==> config.mk <==
export PLATFORM = sky130hd
export DESIGN_NAME = sysbus_top
export DESIGN_NICKNAME = d
export VERILOG_FILES = /design/src/source/bus_pkg.sv /design/src/source/periph_pkg.sv /design/src/source/access_sizer.sv /design/src/source/byte_bus_decoder.sv /design/src/source/byte_req_fifo.sv /design/src/source/gpio_regs.sv /design/src/source/irq_controller.sv /design/src/source/sysbus_top.sv
export SDC_FILE = /design/constraint.sdc
export NUM_CORES = 1
export LEC_CHECK = 0
export BUFFER_PORTS_ARGS = -buffer_cell sky130_fd_sc_hd__buf_2
export CAP_MARGIN = 20
export CORE_ASPECT_RATIO = 1.5
export CORE_MARGIN = 10
export CORE_UTILIZATION = 52
export CTS_CLUSTER_SIZE = 30
export DETAILED_ROUTE_END_ITERATION = 10
export GPL_TIMING_DRIVEN = 0
export HOLD_SLACK_MARGIN = 0.02
export MAX_ROUTING_LAYER = met4
export PLACE_DENSITY_LB_ADDON = 0.3
export SLEW_MARGIN = 40
export SYNTH_ARGS = -nofsm -noshare
export SYNTH_HDL_FRONTEND = slang
export SYNTH_HIERARCHICAL = 1
export SYNTH_SLANG_ARGS = --single-unit
==> constraint.sdc <==
create_clock -name wb_clk_i -period 2.4 [get_ports wb_clk_i]
set_clock_uncertainty 0.05 [all_clocks]
set_input_delay 0 -clock wb_clk_i [delete_from_list [all_inputs] [get_ports wb_clk_i]]
set_output_delay 0 -clock wb_clk_i [all_outputs]
set_load 0.02 [all_outputs]
==> src/source/bus_pkg.sv <==
`default_nettype none

package bus_pkg;

    // --------------------
    // Widths
    // --------------------
    localparam int BYTE_ADR_W = 8;

    typedef logic [BYTE_ADR_W-3:0] word_adr_t;
    typedef logic [BYTE_ADR_W-1:0] byte_adr_t;
    typedef logic [7:0]            byte_t;
    typedef logic [31:0]           word_t;
    typedef logic [3:0]            sel_t;

    // --------------------
    // Word bus
    // --------------------
    typedef struct packed {
        word_adr_t adr;
        sel_t      sel;
        logic      we;
        word_t     dat;
    } word_req_t;

    typedef struct packed {
        word_t dat;
        logic  err;
    } word_rsp_t;

    // --------------------
    // Byte bus
    // --------------------
    // Byte address is the word address with the lane number appended
    typedef struct packed {
        byte_adr_t adr;
        logic      we;
        byte_t     dat;
    } byte_req_t;

    typedef struct packed {
        byte_t dat;
        logic  err;
    } byte_rsp_t;

endpackage

`default_nettype wire

==> src/source/periph_pkg.sv <==
`default_nettype none

package periph_pkg;

    // Upper nibble of the byte address picks the region
    typedef logic [3:0] region_t;
    typedef logic [3:0] reg_ofs_t;

    localparam region_t REGION_IRQ  = 4'h0;
    localparam region_t REGION_GPIO = 4'h1;

    // --------------------
    // Interrupt controller
    // --------------------
    localparam int IRQ_SOURCES = 16;

    typedef logic [IRQ_SOURCES-1:0] irq_vec_t;
    typedef logic [1:0]             irq_out_t;

    localparam reg_ofs_t IRQ_PEND_LO = 4'd0;
    localparam reg_ofs_t IRQ_PEND_HI = 4'd1;
    localparam reg_ofs_t IRQ_MASK_LO = 4'd2;
    localparam reg_ofs_t IRQ_MASK_HI = 4'd3;

    // --------------------
    // GPIO controller
    // --------------------
    typedef logic [7:0] gpio_t;

    localparam reg_ofs_t GPIO_OUT   = 4'd0;
    localparam reg_ofs_t GPIO_DIR   = 4'd1;
    localparam reg_ofs_t GPIO_IN    = 4'd2;
    localparam reg_ofs_t GPIO_IBASE = 4'd3;

endpackage

`default_nettype wire

==> src/source/access_sizer.sv <==
`timescale 1ns/1ps
`default_nettype none

module access_sizer (
    input  logic                wb_clk_i,
    input  logic                rst_n_i,

    // Word request side
    input  logic                req_valid_i,
    input  bus_pkg::word_req_t  req_i,
    output logic                req_ready_o,
    output logic                rsp_valid_o,
    output bus_pkg::word_rsp_t  rsp_o,

    // Byte accesses towards the FIFO
    output logic                push_valid_o,
    output bus_pkg::byte_req_t  push_req_o,
    input  logic                push_ready_i,

    // Byte replies from the decoder
    input  logic                byte_rsp_valid_i,
    input  bus_pkg::byte_rsp_t  byte_rsp_i
);

    typedef enum logic [1:0] {IDLE, ISSUE, WAIT, DONE} state_t;

    state_t             state;
    bus_pkg::word_req_t req_q;
    bus_pkg::sel_t      issue_lanes;
    bus_pkg::sel_t      rsp_lanes;
    logic [2:0]         pending;
    bus_pkg::word_t     rsp_dat;
    logic               rsp_err;
    logic [1:0]         issue_lane;
    logic [1:0]         rsp_lane;
    logic               push_fire;

    // Lowest selected lane, lanes go out in ascending order
    function automatic logic [1:0] lowest_lane(input bus_pkg::sel_t lanes);
        logic [1:0] lane;
        lane = 2'd0;
        for (int i = 3; i >= 0; i--) begin
            if (lanes[i]) begin
                lane = 2'(i);
            end
        end
        return lane;
    endfunction

    assign issue_lane = lowest_lane(issue_lanes);
    assign rsp_lane   = lowest_lane(rsp_lanes);

    assign req_ready_o  = (state == IDLE);
    assign rsp_valid_o  = (state == DONE);
    assign push_valid_o = (state == ISSUE);
    assign push_fire    = push_valid_o & push_ready_i;

    assign push_req_o.adr = {req_q.adr, issue_lane};
    assign push_req_o.we  = req_q.we;
    assign push_req_o.dat = req_q.dat[issue_lane*8 +: 8];

    assign rsp_o.dat = rsp_dat;
    assign rsp_o.err = rsp_err;

    // --------------------
    // Control
    // --------------------
    always_ff @(posedge wb_clk_i) begin
        if (!rst_n_i) begin
            state       <= IDLE;
            issue_lanes <= '0;
            rsp_lanes   <= '0;
            pending     <= '0;
            rsp_err     <= 1'b0;
        end else begin
            case (state)
                IDLE: begin
                    if (req_valid_i) begin
                        issue_lanes <= req_i.sel;
                        rsp_lanes   <= req_i.sel;
                        rsp_err     <= 1'b0;
                        // Empty select answers straight away
                        state <= (req_i.sel == '0) ? DONE : ISSUE;
                    end
                end
                ISSUE: begin
                    if (push_fire) begin
                        issue_lanes[issue_lane] <= 1'b0;
                        if (issue_lanes == (bus_pkg::sel_t'(1) << issue_lane)) begin
                            state <= WAIT;
                        end
                    end
                end
                WAIT: begin
                    if (byte_rsp_valid_i && pending == 3'd1) begin
                        state <= DONE;
                    end
                end
                default: state <= IDLE;
            endcase

            // Outstanding replies
            case ({push_fire, byte_rsp_valid_i})
                2'b10:   pending <= pending + 3'd1;
                2'b01:   pending <= pending - 3'd1;
                default: pending <= pending;
            endcase

            if (byte_rsp_valid_i) begin
                rsp_lanes[rsp_lane] <= 1'b0;
                rsp_err             <= rsp_err | byte_rsp_i.err;
            end
        end
    end

    // --------------------
    // Request and response data
    // --------------------
    always_ff @(posedge wb_clk_i) begin
        if (req_valid_i && req_ready_o) begin
            req_q   <= req_i;
            rsp_dat <= '0;
        end
        // Replies come back in issue order
        if (byte_rsp_valid_i) begin
            rsp_dat[rsp_lane*8 +: 8] <= byte_rsp_i.dat;
        end
    end

endmodule

`default_nettype wire

==> src/source/byte_bus_decoder.sv <==
`timescale 1ns/1ps
`default_nettype none

module byte_bus_decoder (
    input  logic                wb_clk_i,
    input  logic                rst_n_i,

    input  logic                pop_valid_i,
    input  bus_pkg::byte_req_t  pop_req_i,
    output logic                pop_ready_o,

    output logic                byte_rsp_valid_o,
    output bus_pkg::byte_rsp_t  byte_rsp_o,

    // Slave side
    output logic                irq_stb_o,
    output logic                gpio_stb_o,
    output periph_pkg::reg_ofs_t ofs_o,
    output logic                we_o,
    output bus_pkg::byte_t      wdat_o,
    input  bus_pkg::byte_t      irq_rdat_i,
    input  bus_pkg::byte_t      gpio_rdat_i
);

    periph_pkg::region_t region;
    bus_pkg::byte_t      sel_byte;
    logic                hit;
    logic                pop_fire;

    // Each access finishes in its pop cycle, so the decoder is never busy
    assign pop_ready_o = 1'b1;
    assign pop_fire    = pop_valid_i & pop_ready_o;

    // Region in the upper nibble, register offset below it
    assign region = pop_req_i.adr[bus_pkg::BYTE_ADR_W-1 -: 4];
    assign ofs_o  = pop_req_i.adr[3:0];
    assign we_o   = pop_req_i.we;
    assign wdat_o = pop_req_i.dat;

    assign irq_stb_o  = pop_fire && (region == periph_pkg::REGION_IRQ);
    assign gpio_stb_o = pop_fire && (region == periph_pkg::REGION_GPIO);

    always_comb begin
        hit      = 1'b1;
        sel_byte = '0;
        case (region)
            periph_pkg::REGION_IRQ:  sel_byte = irq_rdat_i;
            periph_pkg::REGION_GPIO: sel_byte = gpio_rdat_i;
            default:                 hit      = 1'b0;
        endcase
    end

    // --------------------
    // Registered reply
    // --------------------
    always_ff @(posedge wb_clk_i) begin
        if (!rst_n_i) begin
            byte_rsp_valid_o <= 1'b0;
        end else begin
            byte_rsp_valid_o <= pop_fire;
        end
    end

    always_ff @(posedge wb_clk_i) begin
        if (pop_fire) begin
            // Writes and unmapped accesses return zero
            byte_rsp_o.dat <= (pop_req_i.we || !hit) ? '0 : sel_byte;
            byte_rsp_o.err <= ~hit;
        end
    end

endmodule

`default_nettype wire

==> src/source/byte_req_fifo.sv <==
`timescale 1ns/1ps
`default_nettype none

module byte_req_fifo #(
    parameter int FIFO_DEPTH = 4
) (
    input  logic               wb_clk_i,
    input  logic               rst_n_i,

    input  logic               push_valid_i,
    input  bus_pkg::byte_req_t push_req_i,
    output logic               push_ready_o,

    output logic               pop_valid_o,
    output bus_pkg::byte_req_t pop_req_o,
    input  logic               pop_ready_i
);

    localparam int PTR_W = $clog2(FIFO_DEPTH);

    bus_pkg::byte_req_t mem [FIFO_DEPTH];
    logic [PTR_W-1:0]   wr_ptr;
    logic [PTR_W-1:0]   rd_ptr;
    logic [PTR_W:0]     count;
    logic               push_fire;
    logic               pop_fire;

    assign push_ready_o = (count != (PTR_W+1)'(FIFO_DEPTH));
    assign pop_valid_o  = (count != '0);
    assign pop_req_o    = mem[rd_ptr];

    assign push_fire = push_valid_i & push_ready_o;
    assign pop_fire  = pop_valid_o & pop_ready_i;

    // Pointers wrap on their own, depth is a power of two
    always_ff @(posedge wb_clk_i) begin
        if (!rst_n_i) begin
            wr_ptr <= '0;
            rd_ptr <= '0;
            count  <= '0;
        end else begin
            if (push_fire) begin
                wr_ptr <= wr_ptr + 1'b1;
            end
            if (pop_fire) begin
                rd_ptr <= rd_ptr + 1'b1;
            end
            case ({push_fire, pop_fire})
                2'b10:   count <= count + 1'b1;
                2'b01:   count <= count - 1'b1;
                default: count <= count;
            endcase
        end
    end

    always_ff @(posedge wb_clk_i) begin
        if (push_fire) begin
            mem[wr_ptr] <= push_req_i;
        end
    end

endmodule

`default_nettype wire

==> src/source/gpio_regs.sv <==
`timescale 1ns/1ps
`default_nettype none

module gpio_regs (
    input  logic                 wb_clk_i,
    input  logic                 rst_n_i,

    input  logic                 stb_i,
    input  periph_pkg::reg_ofs_t ofs_i,
    input  logic                 we_i,
    input  bus_pkg::byte_t       wdat_i,
    output bus_pkg::byte_t       rdat_o,

    input  periph_pkg::gpio_t    gpio_i,
    output periph_pkg::gpio_t    gpio_o,
    output periph_pkg::gpio_t    gpio_oe_o,
    output bus_pkg::byte_t       ibase_o
);

    periph_pkg::gpio_t gpio_meta;
    periph_pkg::gpio_t gpio_sync;

    always_ff @(posedge wb_clk_i) begin
        if (!rst_n_i) begin
            gpio_o    <= '0;
            gpio_oe_o <= '0;
            ibase_o   <= '0;
        end else if (stb_i && we_i) begin
            // IN is read only
            case (ofs_i)
                periph_pkg::GPIO_OUT:   gpio_o    <= wdat_i;
                periph_pkg::GPIO_DIR:   gpio_oe_o <= wdat_i;
                periph_pkg::GPIO_IBASE: ibase_o   <= wdat_i;
                default:                ;
            endcase
        end
    end

    // Two flop synchronizer on the pins
    always_ff @(posedge wb_clk_i) begin
        gpio_meta <= gpio_i;
        gpio_sync <= gpio_meta;
    end

    always_comb begin
        case (ofs_i)
            periph_pkg::GPIO_OUT:   rdat_o = gpio_o;
            periph_pkg::GPIO_DIR:   rdat_o = gpio_oe_o;
            periph_pkg::GPIO_IN:    rdat_o = gpio_sync;
            periph_pkg::GPIO_IBASE: rdat_o = ibase_o;
            default:                rdat_o = '0;
        endcase
    end

endmodule

`default_nettype wire

==> src/source/irq_controller.sv <==
`timescale 1ns/1ps
`default_nettype none

module irq_controller (
    input  logic                 wb_clk_i,
    input  logic                 rst_n_i,

    input  logic                 stb_i,
    input  periph_pkg::reg_ofs_t ofs_i,
    input  logic                 we_i,
    input  bus_pkg::byte_t       wdat_i,
    output bus_pkg::byte_t       rdat_o,

    input  periph_pkg::irq_vec_t irq_i,
    output periph_pkg::irq_out_t irq_o
);

    localparam int HALF = periph_pkg::IRQ_SOURCES / 2;

    periph_pkg::irq_vec_t pending;
    periph_pkg::irq_vec_t mask;
    periph_pkg::irq_vec_t clear;
    logic                 wr;

    assign wr = stb_i & we_i;

    // Write 1 to clear a pending bit
    always_comb begin
        clear = '0;
        if (wr && ofs_i == periph_pkg::IRQ_PEND_LO) clear[HALF-1:0] = wdat_i;
        if (wr && ofs_i == periph_pkg::IRQ_PEND_HI) clear[HALF +: HALF] = wdat_i;
    end

    always_ff @(posedge wb_clk_i) begin
        if (!rst_n_i) begin
            pending <= '0;
            mask    <= '0;
        end else begin
            // Live source wins over a clear
            pending <= (pending & ~clear) | irq_i;
            if (wr && ofs_i == periph_pkg::IRQ_MASK_LO) mask[HALF-1:0] <= wdat_i;
            if (wr && ofs_i == periph_pkg::IRQ_MASK_HI) mask[HALF +: HALF] <= wdat_i;
        end
    end

    always_comb begin
        case (ofs_i)
            periph_pkg::IRQ_PEND_LO: rdat_o = pending[HALF-1:0];
            periph_pkg::IRQ_PEND_HI: rdat_o = pending[HALF +: HALF];
            periph_pkg::IRQ_MASK_LO: rdat_o = mask[HALF-1:0];
            periph_pkg::IRQ_MASK_HI: rdat_o = mask[HALF +: HALF];
            default:                 rdat_o = '0;
        endcase
    end

    assign irq_o[0] = |(pending[HALF-1:0] & mask[HALF-1:0]);
    assign irq_o[1] = |(pending[HALF +: HALF] & mask[HALF +: HALF]);

endmodule

`default_nettype wire

==> src/source/sysbus_top.sv <==
`timescale 1ns/1ps
`default_nettype none

module sysbus_top #(
    parameter int FIFO_DEPTH = 4
) (
    input  logic                 wb_clk_i,
    input  logic                 rst_n_i,

    input  logic                 req_valid_i,
    input  bus_pkg::word_req_t   req_i,
    output logic                 req_ready_o,
    output logic                 rsp_valid_o,
    output bus_pkg::word_rsp_t   rsp_o,

    input  periph_pkg::irq_vec_t irq_i,
    output periph_pkg::irq_out_t irq_o,

    input  periph_pkg::gpio_t    gpio_i,
    output periph_pkg::gpio_t    gpio_o,
    output periph_pkg::gpio_t    gpio_oe_o,
    output bus_pkg::byte_t       ibase_o
);

    logic                 push_valid;
    logic                 push_ready;
    bus_pkg::byte_req_t   push_req;
    logic                 pop_valid;
    logic                 pop_ready;
    bus_pkg::byte_req_t   pop_req;
    logic                 byte_rsp_valid;
    bus_pkg::byte_rsp_t   byte_rsp;

    // Shared byte bus towards the slaves
    logic                 irq_stb;
    logic                 gpio_stb;
    periph_pkg::reg_ofs_t ofs;
    logic                 we;
    bus_pkg::byte_t       wdat;
    bus_pkg::byte_t       irq_rdat;
    bus_pkg::byte_t       gpio_rdat;

    // --------------------
    // Word to byte path
    // --------------------
    access_sizer u_sizer (
        .wb_clk_i         ( wb_clk_i       ),
        .rst_n_i          ( rst_n_i        ),
        .req_valid_i      ( req_valid_i    ),
        .req_i            ( req_i          ),
        .req_ready_o      ( req_ready_o    ),
        .rsp_valid_o      ( rsp_valid_o    ),
        .rsp_o            ( rsp_o          ),
        .push_valid_o     ( push_valid     ),
        .push_req_o       ( push_req       ),
        .push_ready_i     ( push_ready     ),
        .byte_rsp_valid_i ( byte_rsp_valid ),
        .byte_rsp_i       ( byte_rsp       )
    );

    byte_req_fifo #(
        .FIFO_DEPTH ( FIFO_DEPTH )
    ) u_fifo (
        .wb_clk_i     ( wb_clk_i   ),
        .rst_n_i      ( rst_n_i    ),
        .push_valid_i ( push_valid ),
        .push_req_i   ( push_req   ),
        .push_ready_o ( push_ready ),
        .pop_valid_o  ( pop_valid  ),
        .pop_req_o    ( pop_req    ),
        .pop_ready_i  ( pop_ready  )
    );

    byte_bus_decoder u_decoder (
        .wb_clk_i         ( wb_clk_i       ),
        .rst_n_i          ( rst_n_i        ),
        .pop_valid_i      ( pop_valid      ),
        .pop_req_i        ( pop_req        ),
        .pop_ready_o      ( pop_ready      ),
        .byte_rsp_valid_o ( byte_rsp_valid ),
        .byte_rsp_o       ( byte_rsp       ),
        .irq_stb_o        ( irq_stb        ),
        .gpio_stb_o       ( gpio_stb       ),
        .ofs_o            ( ofs            ),
        .we_o             ( we             ),
        .wdat_o           ( wdat           ),
        .irq_rdat_i       ( irq_rdat       ),
        .gpio_rdat_i      ( gpio_rdat      )
    );

    // --------------------
    // Byte slaves
    // --------------------
    irq_controller u_irq (
        .wb_clk_i ( wb_clk_i ),
        .rst_n_i  ( rst_n_i  ),
        .stb_i    ( irq_stb  ),
        .ofs_i    ( ofs      ),
        .we_i     ( we       ),
        .wdat_i   ( wdat     ),
        .rdat_o   ( irq_rdat ),
        .irq_i    ( irq_i    ),
        .irq_o    ( irq_o    )
    );

    gpio_regs u_gpio (
        .wb_clk_i  ( wb_clk_i  ),
        .rst_n_i   ( rst_n_i   ),
        .stb_i     ( gpio_stb  ),
        .ofs_i     ( ofs       ),
        .we_i      ( we        ),
        .wdat_i    ( wdat      ),
        .rdat_o    ( gpio_rdat ),
        .gpio_i    ( gpio_i    ),
        .gpio_o    ( gpio_o    ),
        .gpio_oe_o ( gpio_oe_o ),
        .ibase_o   ( ibase_o   )
    );

endmodule

`default_nettype wire

# Yosys cells after proc, flatten, opt, wreduce, memory -nomap -nowiden
# Memory sizes are Yosys's and may differ from the RTL's. A register that Yosys moved wholly into a read port is not among the register bits.
# Index checks and enable logic that the tools add are counted.
# classes
n_addsub	7
n_mul	0
n_div	0
n_lt_le_gt_ge	4
eq_ne	18
shifts	4
muxes	43
bitwise_logic	13
n_reduce_logical	32
# op_table
cell	n
$mux W32	2
$pmux W8 S4	2
$neg A5 Y34	1
$shift A8 B34 Y32 const A	1
$shiftx A8 B34 Y32	1
$bwmux W32	1
$shiftx A32 B6 Y8	1
$mux W2	15
$mux W4	6
$and A16 B16 Y16	1
$and A8 B8 Y8	2
$mux W8	2
$not A16 Y16	1
$or A16 B16 Y16	1
$pmux W8 S2	1
$reduce_or A8 Y1	2
$logic_not A4 Y1	3
$pmux W3 S2	2
$logic_and A1 B1 Y1	11
$reduce_bool A2 Y1	5
$and A4 B4 Y4	2
$eq A2 B2 Y1 const B	4
$eq A4 B1 Y1 const B	2
$eq A4 B2 Y1 const B	2
other kinds (28)	50
# word_totals
register_bits	174
latch_bits	0
mem_bits_rw	68
mem_bits_ro	0
inputBits	70
out_inout_bits	61
elab_cells	145
mem_count	1
# memory_table
memory	words	width	rd	rd_clocked_by_memory_dff	write_ports	line_no	rtl
u_fifo.mem	4	17	1	1	1	byte_req_fifo.sv:21	bus_pkg::byte_req_t mem [FIFO_DEPTH];

# Depth between registers and ports, before layout
# logic_depth
depth_word	12
mapped_depth	10
mapped_depth_nobuf	10

# Cells and area by module
# Netlist, hierarchy kept.
# by_module_without_submodules
mod	n_inst	cells_per_inst	area_each_um2	seq_area_each_um2
access_sizer	1	284	3538.4	2092.0
byte_req_fifo	1	141	2985.4	2222.1
irq_controller	1	162	1575.3	640.6
gpio_regs	1	126	1500.2	800.8
byte_bus_decoder	1	49	571.8	290.3

# Worst setup path before layout
# No wires, ideal clock.
# synth_timing
path_kind	reg-to-reg
startpoint	reg with a tool-made name
endpoint	reg u_decoder/byte_rsp_o[1] in the netlist's numbering, data pin
setup_ns	0.254
arrival_ns	2.067
required_time_ns	2.096
setup_slack_ns	0.029
path_stages_with_launch	10
path_buffers	4
synth_period_minus_slack_ns	2.371
path_cell_list	dfxtp_1 -> buf_6 -> buf_12 -> mux4_2 -> buf_4 -> buf_6 -> mux4_2 -> nor2b_1 -> mux2i_1 -> nor2_1
# synth_rtl
element	line_no	rtl
end, declared	byte_bus_decoder.sv:13	output bus_pkg::byte_rsp_t byte_rsp_o,

==> qor.txt <==
Status: finished, violations left
Failing checks: negative setup slack
Power density over the cells: 1072 mW/mm^2
H-tree depth: 1
CTS buffer count: 23
Sink Count: 244
PnR worst setup slack: -0.1542 ns
Slew @ Worst Pin: 0.5746 ns
Post-synthesis instance area: 0.01017 mm^2
Crit path capture type: register
Area share of the largest cell type after synthesis: 34.25%
Area Growth Syn to Fin: 29.12%
Crit-path cells: buf_6 > buf_12 > mux4_2 > buf_6 > buf_12 > mux4_2 > nor2b_1 > mux2i_1 > nor2_1
CP Max Fanout: 5
Post-synth top area cell: edfxtp_1
# DRC: 0
Core Area: 0.01916 mm^2
Unrepaired setup endpoints after global routing: true
EDFF count, synth: 116
Skew-Pair Late Insertion Delay: 0.51 ns
Hold crit path type: input port to register
Post-Syn Nets: 857
Tmin final: 2.554 ns
Pwr Total: 14.07 mW
Top Family by Delay on Critical Path: multiplexers
DP Area: 0.01117 mm^2
Post-DRT Antenna Nets: 0
Synth unique cells: 61
Vias: 6,907
RD Place Congestion: 0.8617
Chip Width: 134.2 um
Antenna violations before repair: 0
Most common flop cell mapped by yosys: dfxtp_1
Top post-synthesis cells by area: edfxtp_1 34%, dfxtp_1 25%, mux2i_1 5.6%, mux4_2 5.1%, nand2_1 3.5%
Root Driver: clkbuf_16
Final period util: 106.4%
Setup violators final: 56
Largest stage delay, worst path: 0.49 ns
Fillers: 1,317
Reg clk slew, reported paths: 0.06 ns
Grt ovf: 0
Top-count cell post-synth: dfxtp_1
Design area: 0.01313 mm^2
Largest net degree at the start of global routing: 48
Via density per instance: 5.392
Number of global-route vias before repair: 7,202
Site Rows: 62
Starting density of the core: 53.08%
Startpoint Class: register
Seq/Total Area, Yosys: 59.44%
Post-DP HPWL: 16,270 um
Async S/R FF share, synth: 0%
CP Buf/Inv Count: 4
Lkg Pwr: 5.311 nW
Max_slew headroom: 61.69%
Ports: 131
Synth Area per Inst: 13.35 um^2
Deepest clock path buffer count: 3
Layout cell share with drive strength beyond 1: 29.98%
Ys Warns: 6
CTS tree: yes
Port buffer count: 130
Final WL: 24,510 um
Drt wl/cell: 19.13 um
Drt pass-1 iters: 6
Final hold violation count: 0
Mapped Cells: 762
Seq cells post-synth: 244
Max-cap violations: 0
Setup CP Type: register to register
Peak supply drop: 599.3 uV
Final #Nets: 1,106
Critical Path Slowest Stage Cell: mux4_2
Maximum clock frequency: 391.5 MHz
Arr. time, crit path: 2.75 ns
DRC violation total after the first TritonRoute iteration: 330
Die height: 191.3 um
Synth top cells by count: 128 x dfxtp_1, 116 x edfxtp_1, 94 x nand2_1, 57 x mux2i_1, 32 x a22o_1
DIE AREA: 0.02567 mm^2
GRT Total Usage: 19.10%
Worst Path Required: 2.59 ns
First-pass GRT wire length: 38,280 um
Slew Limit Fails: 0
-- state kept, by name (all words and copies together), names as in the netlist, 8 cells and up, named ones only --
register and count:
u_gpio/gpio_o 8, u_gpio/gpio_meta 8, u_gpio/gpio_oe_o 8, u_sizer/rsp_dat 32
u_gpio/ibase_o 8, u_irq/pending 16, u_sizer/req_q 32, u_decoder/byte_rsp_o 9
u_irq/mask 16, u_fifo/mem 68, u_gpio/gpio_sync 8
-- stage by stage --
stage               util, %  TNS [ns]  worst slack (ns)  hold WS (ns)  cells
floorplan                 -         0           0.02856      -0.02228    762
global placement      58.15    -10.10           -0.4168       0.05361   1148
detailed placement    58.31    -11.17           -0.4343       0.05430   1150
CTS                   67.07    -2.090           -0.1645       0.05694   1273
global route          68.53    -5.747           -0.1648       0.06311   1280
finish                68.54    -2.090           -0.1542       0.07579   1281
-- cell usage in the layout (no fill, tap or decap), drive strengths merged, types with 31 or more instances in the layout --
cell type / netlist / final
a22o: 32 / 32
buf: 44 / 196
clkbuf: 13 / 44
dfxtp: 128 / 128
dlygate4sd3: 0 / 73
edfxtp: 116 / 116
inv: 31 / 31
mux2i: 57 / 57
mux4: 33 / 33
nand2: 95 / 95
-- logic make-up (layout without fill, tap and decap cells) --
family / Yosys count / in the layout / share of synthesized area, %
muxes: 90 / 90 / 13.29
buffers and inverters: 88 / 350 / 4.982
xor gates and xnor gates: 6 / 6 / 0.5167
adders and majority gates: 25 / 25 / 3.149
DFF: 244 / 244 / 59.44
and+or+nand+nor: 193 / 193 / 10.09
AOI/OAI and AO/OA: 115 / 115 / 8.501
other: 1 / 2 / 0.03687
-- routing by layer --
metal  routed length [um]  up-vias  share of wire [%]  track usage [%]
li1                     -     3271                  -                -
met1                 9419     3359                 38            20.54
met2                12990      220                 53            34.21
met3                 1093       57                4.5            2.759
met4                 1003        0                4.1            8.270
met5                    0        -                  0                -
-- worst paths after layout --
path                                           from                 endpoint  slack [ns]  cells after the start
worst max-delay path                       register  u_decoder/byte_rsp_o[5]       -0.15                      9
worst min-delay path                      gpio_i[0]      u_gpio/gpio_meta[0]        0.08                      2
worst max register to register             register  u_decoder/byte_rsp_o[5]       -0.15                      9
worst min register to register  u_gpio/gpio_meta[6]      u_gpio/gpio_sync[6]        0.28                      0
-- what timing repair did --
| action | in CTS | in global routing |
|---|---|---|
| cloned | 1 | 0 |
| resized for setup | 30 | 47 |
| hold buffers | 73 | 0 |
| hold endpoints to repair | 82 | 0 |
| setup endpoints to repair | 64 | 69 |
| pin swaps | 8 | 26 |
| setup buffers | 15 | 8 |
-- area by class of cell --
type / count / area [um^2] / share of cell area [%]
multi-input cells: 430 / 3860 / 29.39
well taps: 256 / 320.3 / 2.439
clock buffers: 32 / 609.3 / 4.640
repair buffers: 229 / 1663 / 12.66
diodes: 1 / 2.502 / 0.01905
plain buffers: 52 / 399.1 / 3.039
inverters: 31 / 126.4 / 0.9623
flip-flops and latches: 244 / 6048 / 46.06
clock inverters: 6 / 103.9 / 0.7908
-- worst register-to-register path, cell delays in order, from the launching register on --
cell and delay (ns):
dfxtp_2 0.32, buf_6 0.12, buf_12 0.11, mux4_2 0.49, buf_6 0.16, buf_12 0.14, mux4_2 0.43, nor2b_1 0.15
mux2i_1 0.27, nor2_1 0.07
-- power breakdown --
group	internal [mW]	switching, mW	total, mW
Combinational	2.29	2.61	4.90
Sequential	5.26	0.389	5.65
Clock	2.08	1.44	3.52
Note: power is estimated with default switching activity, not from simulation.
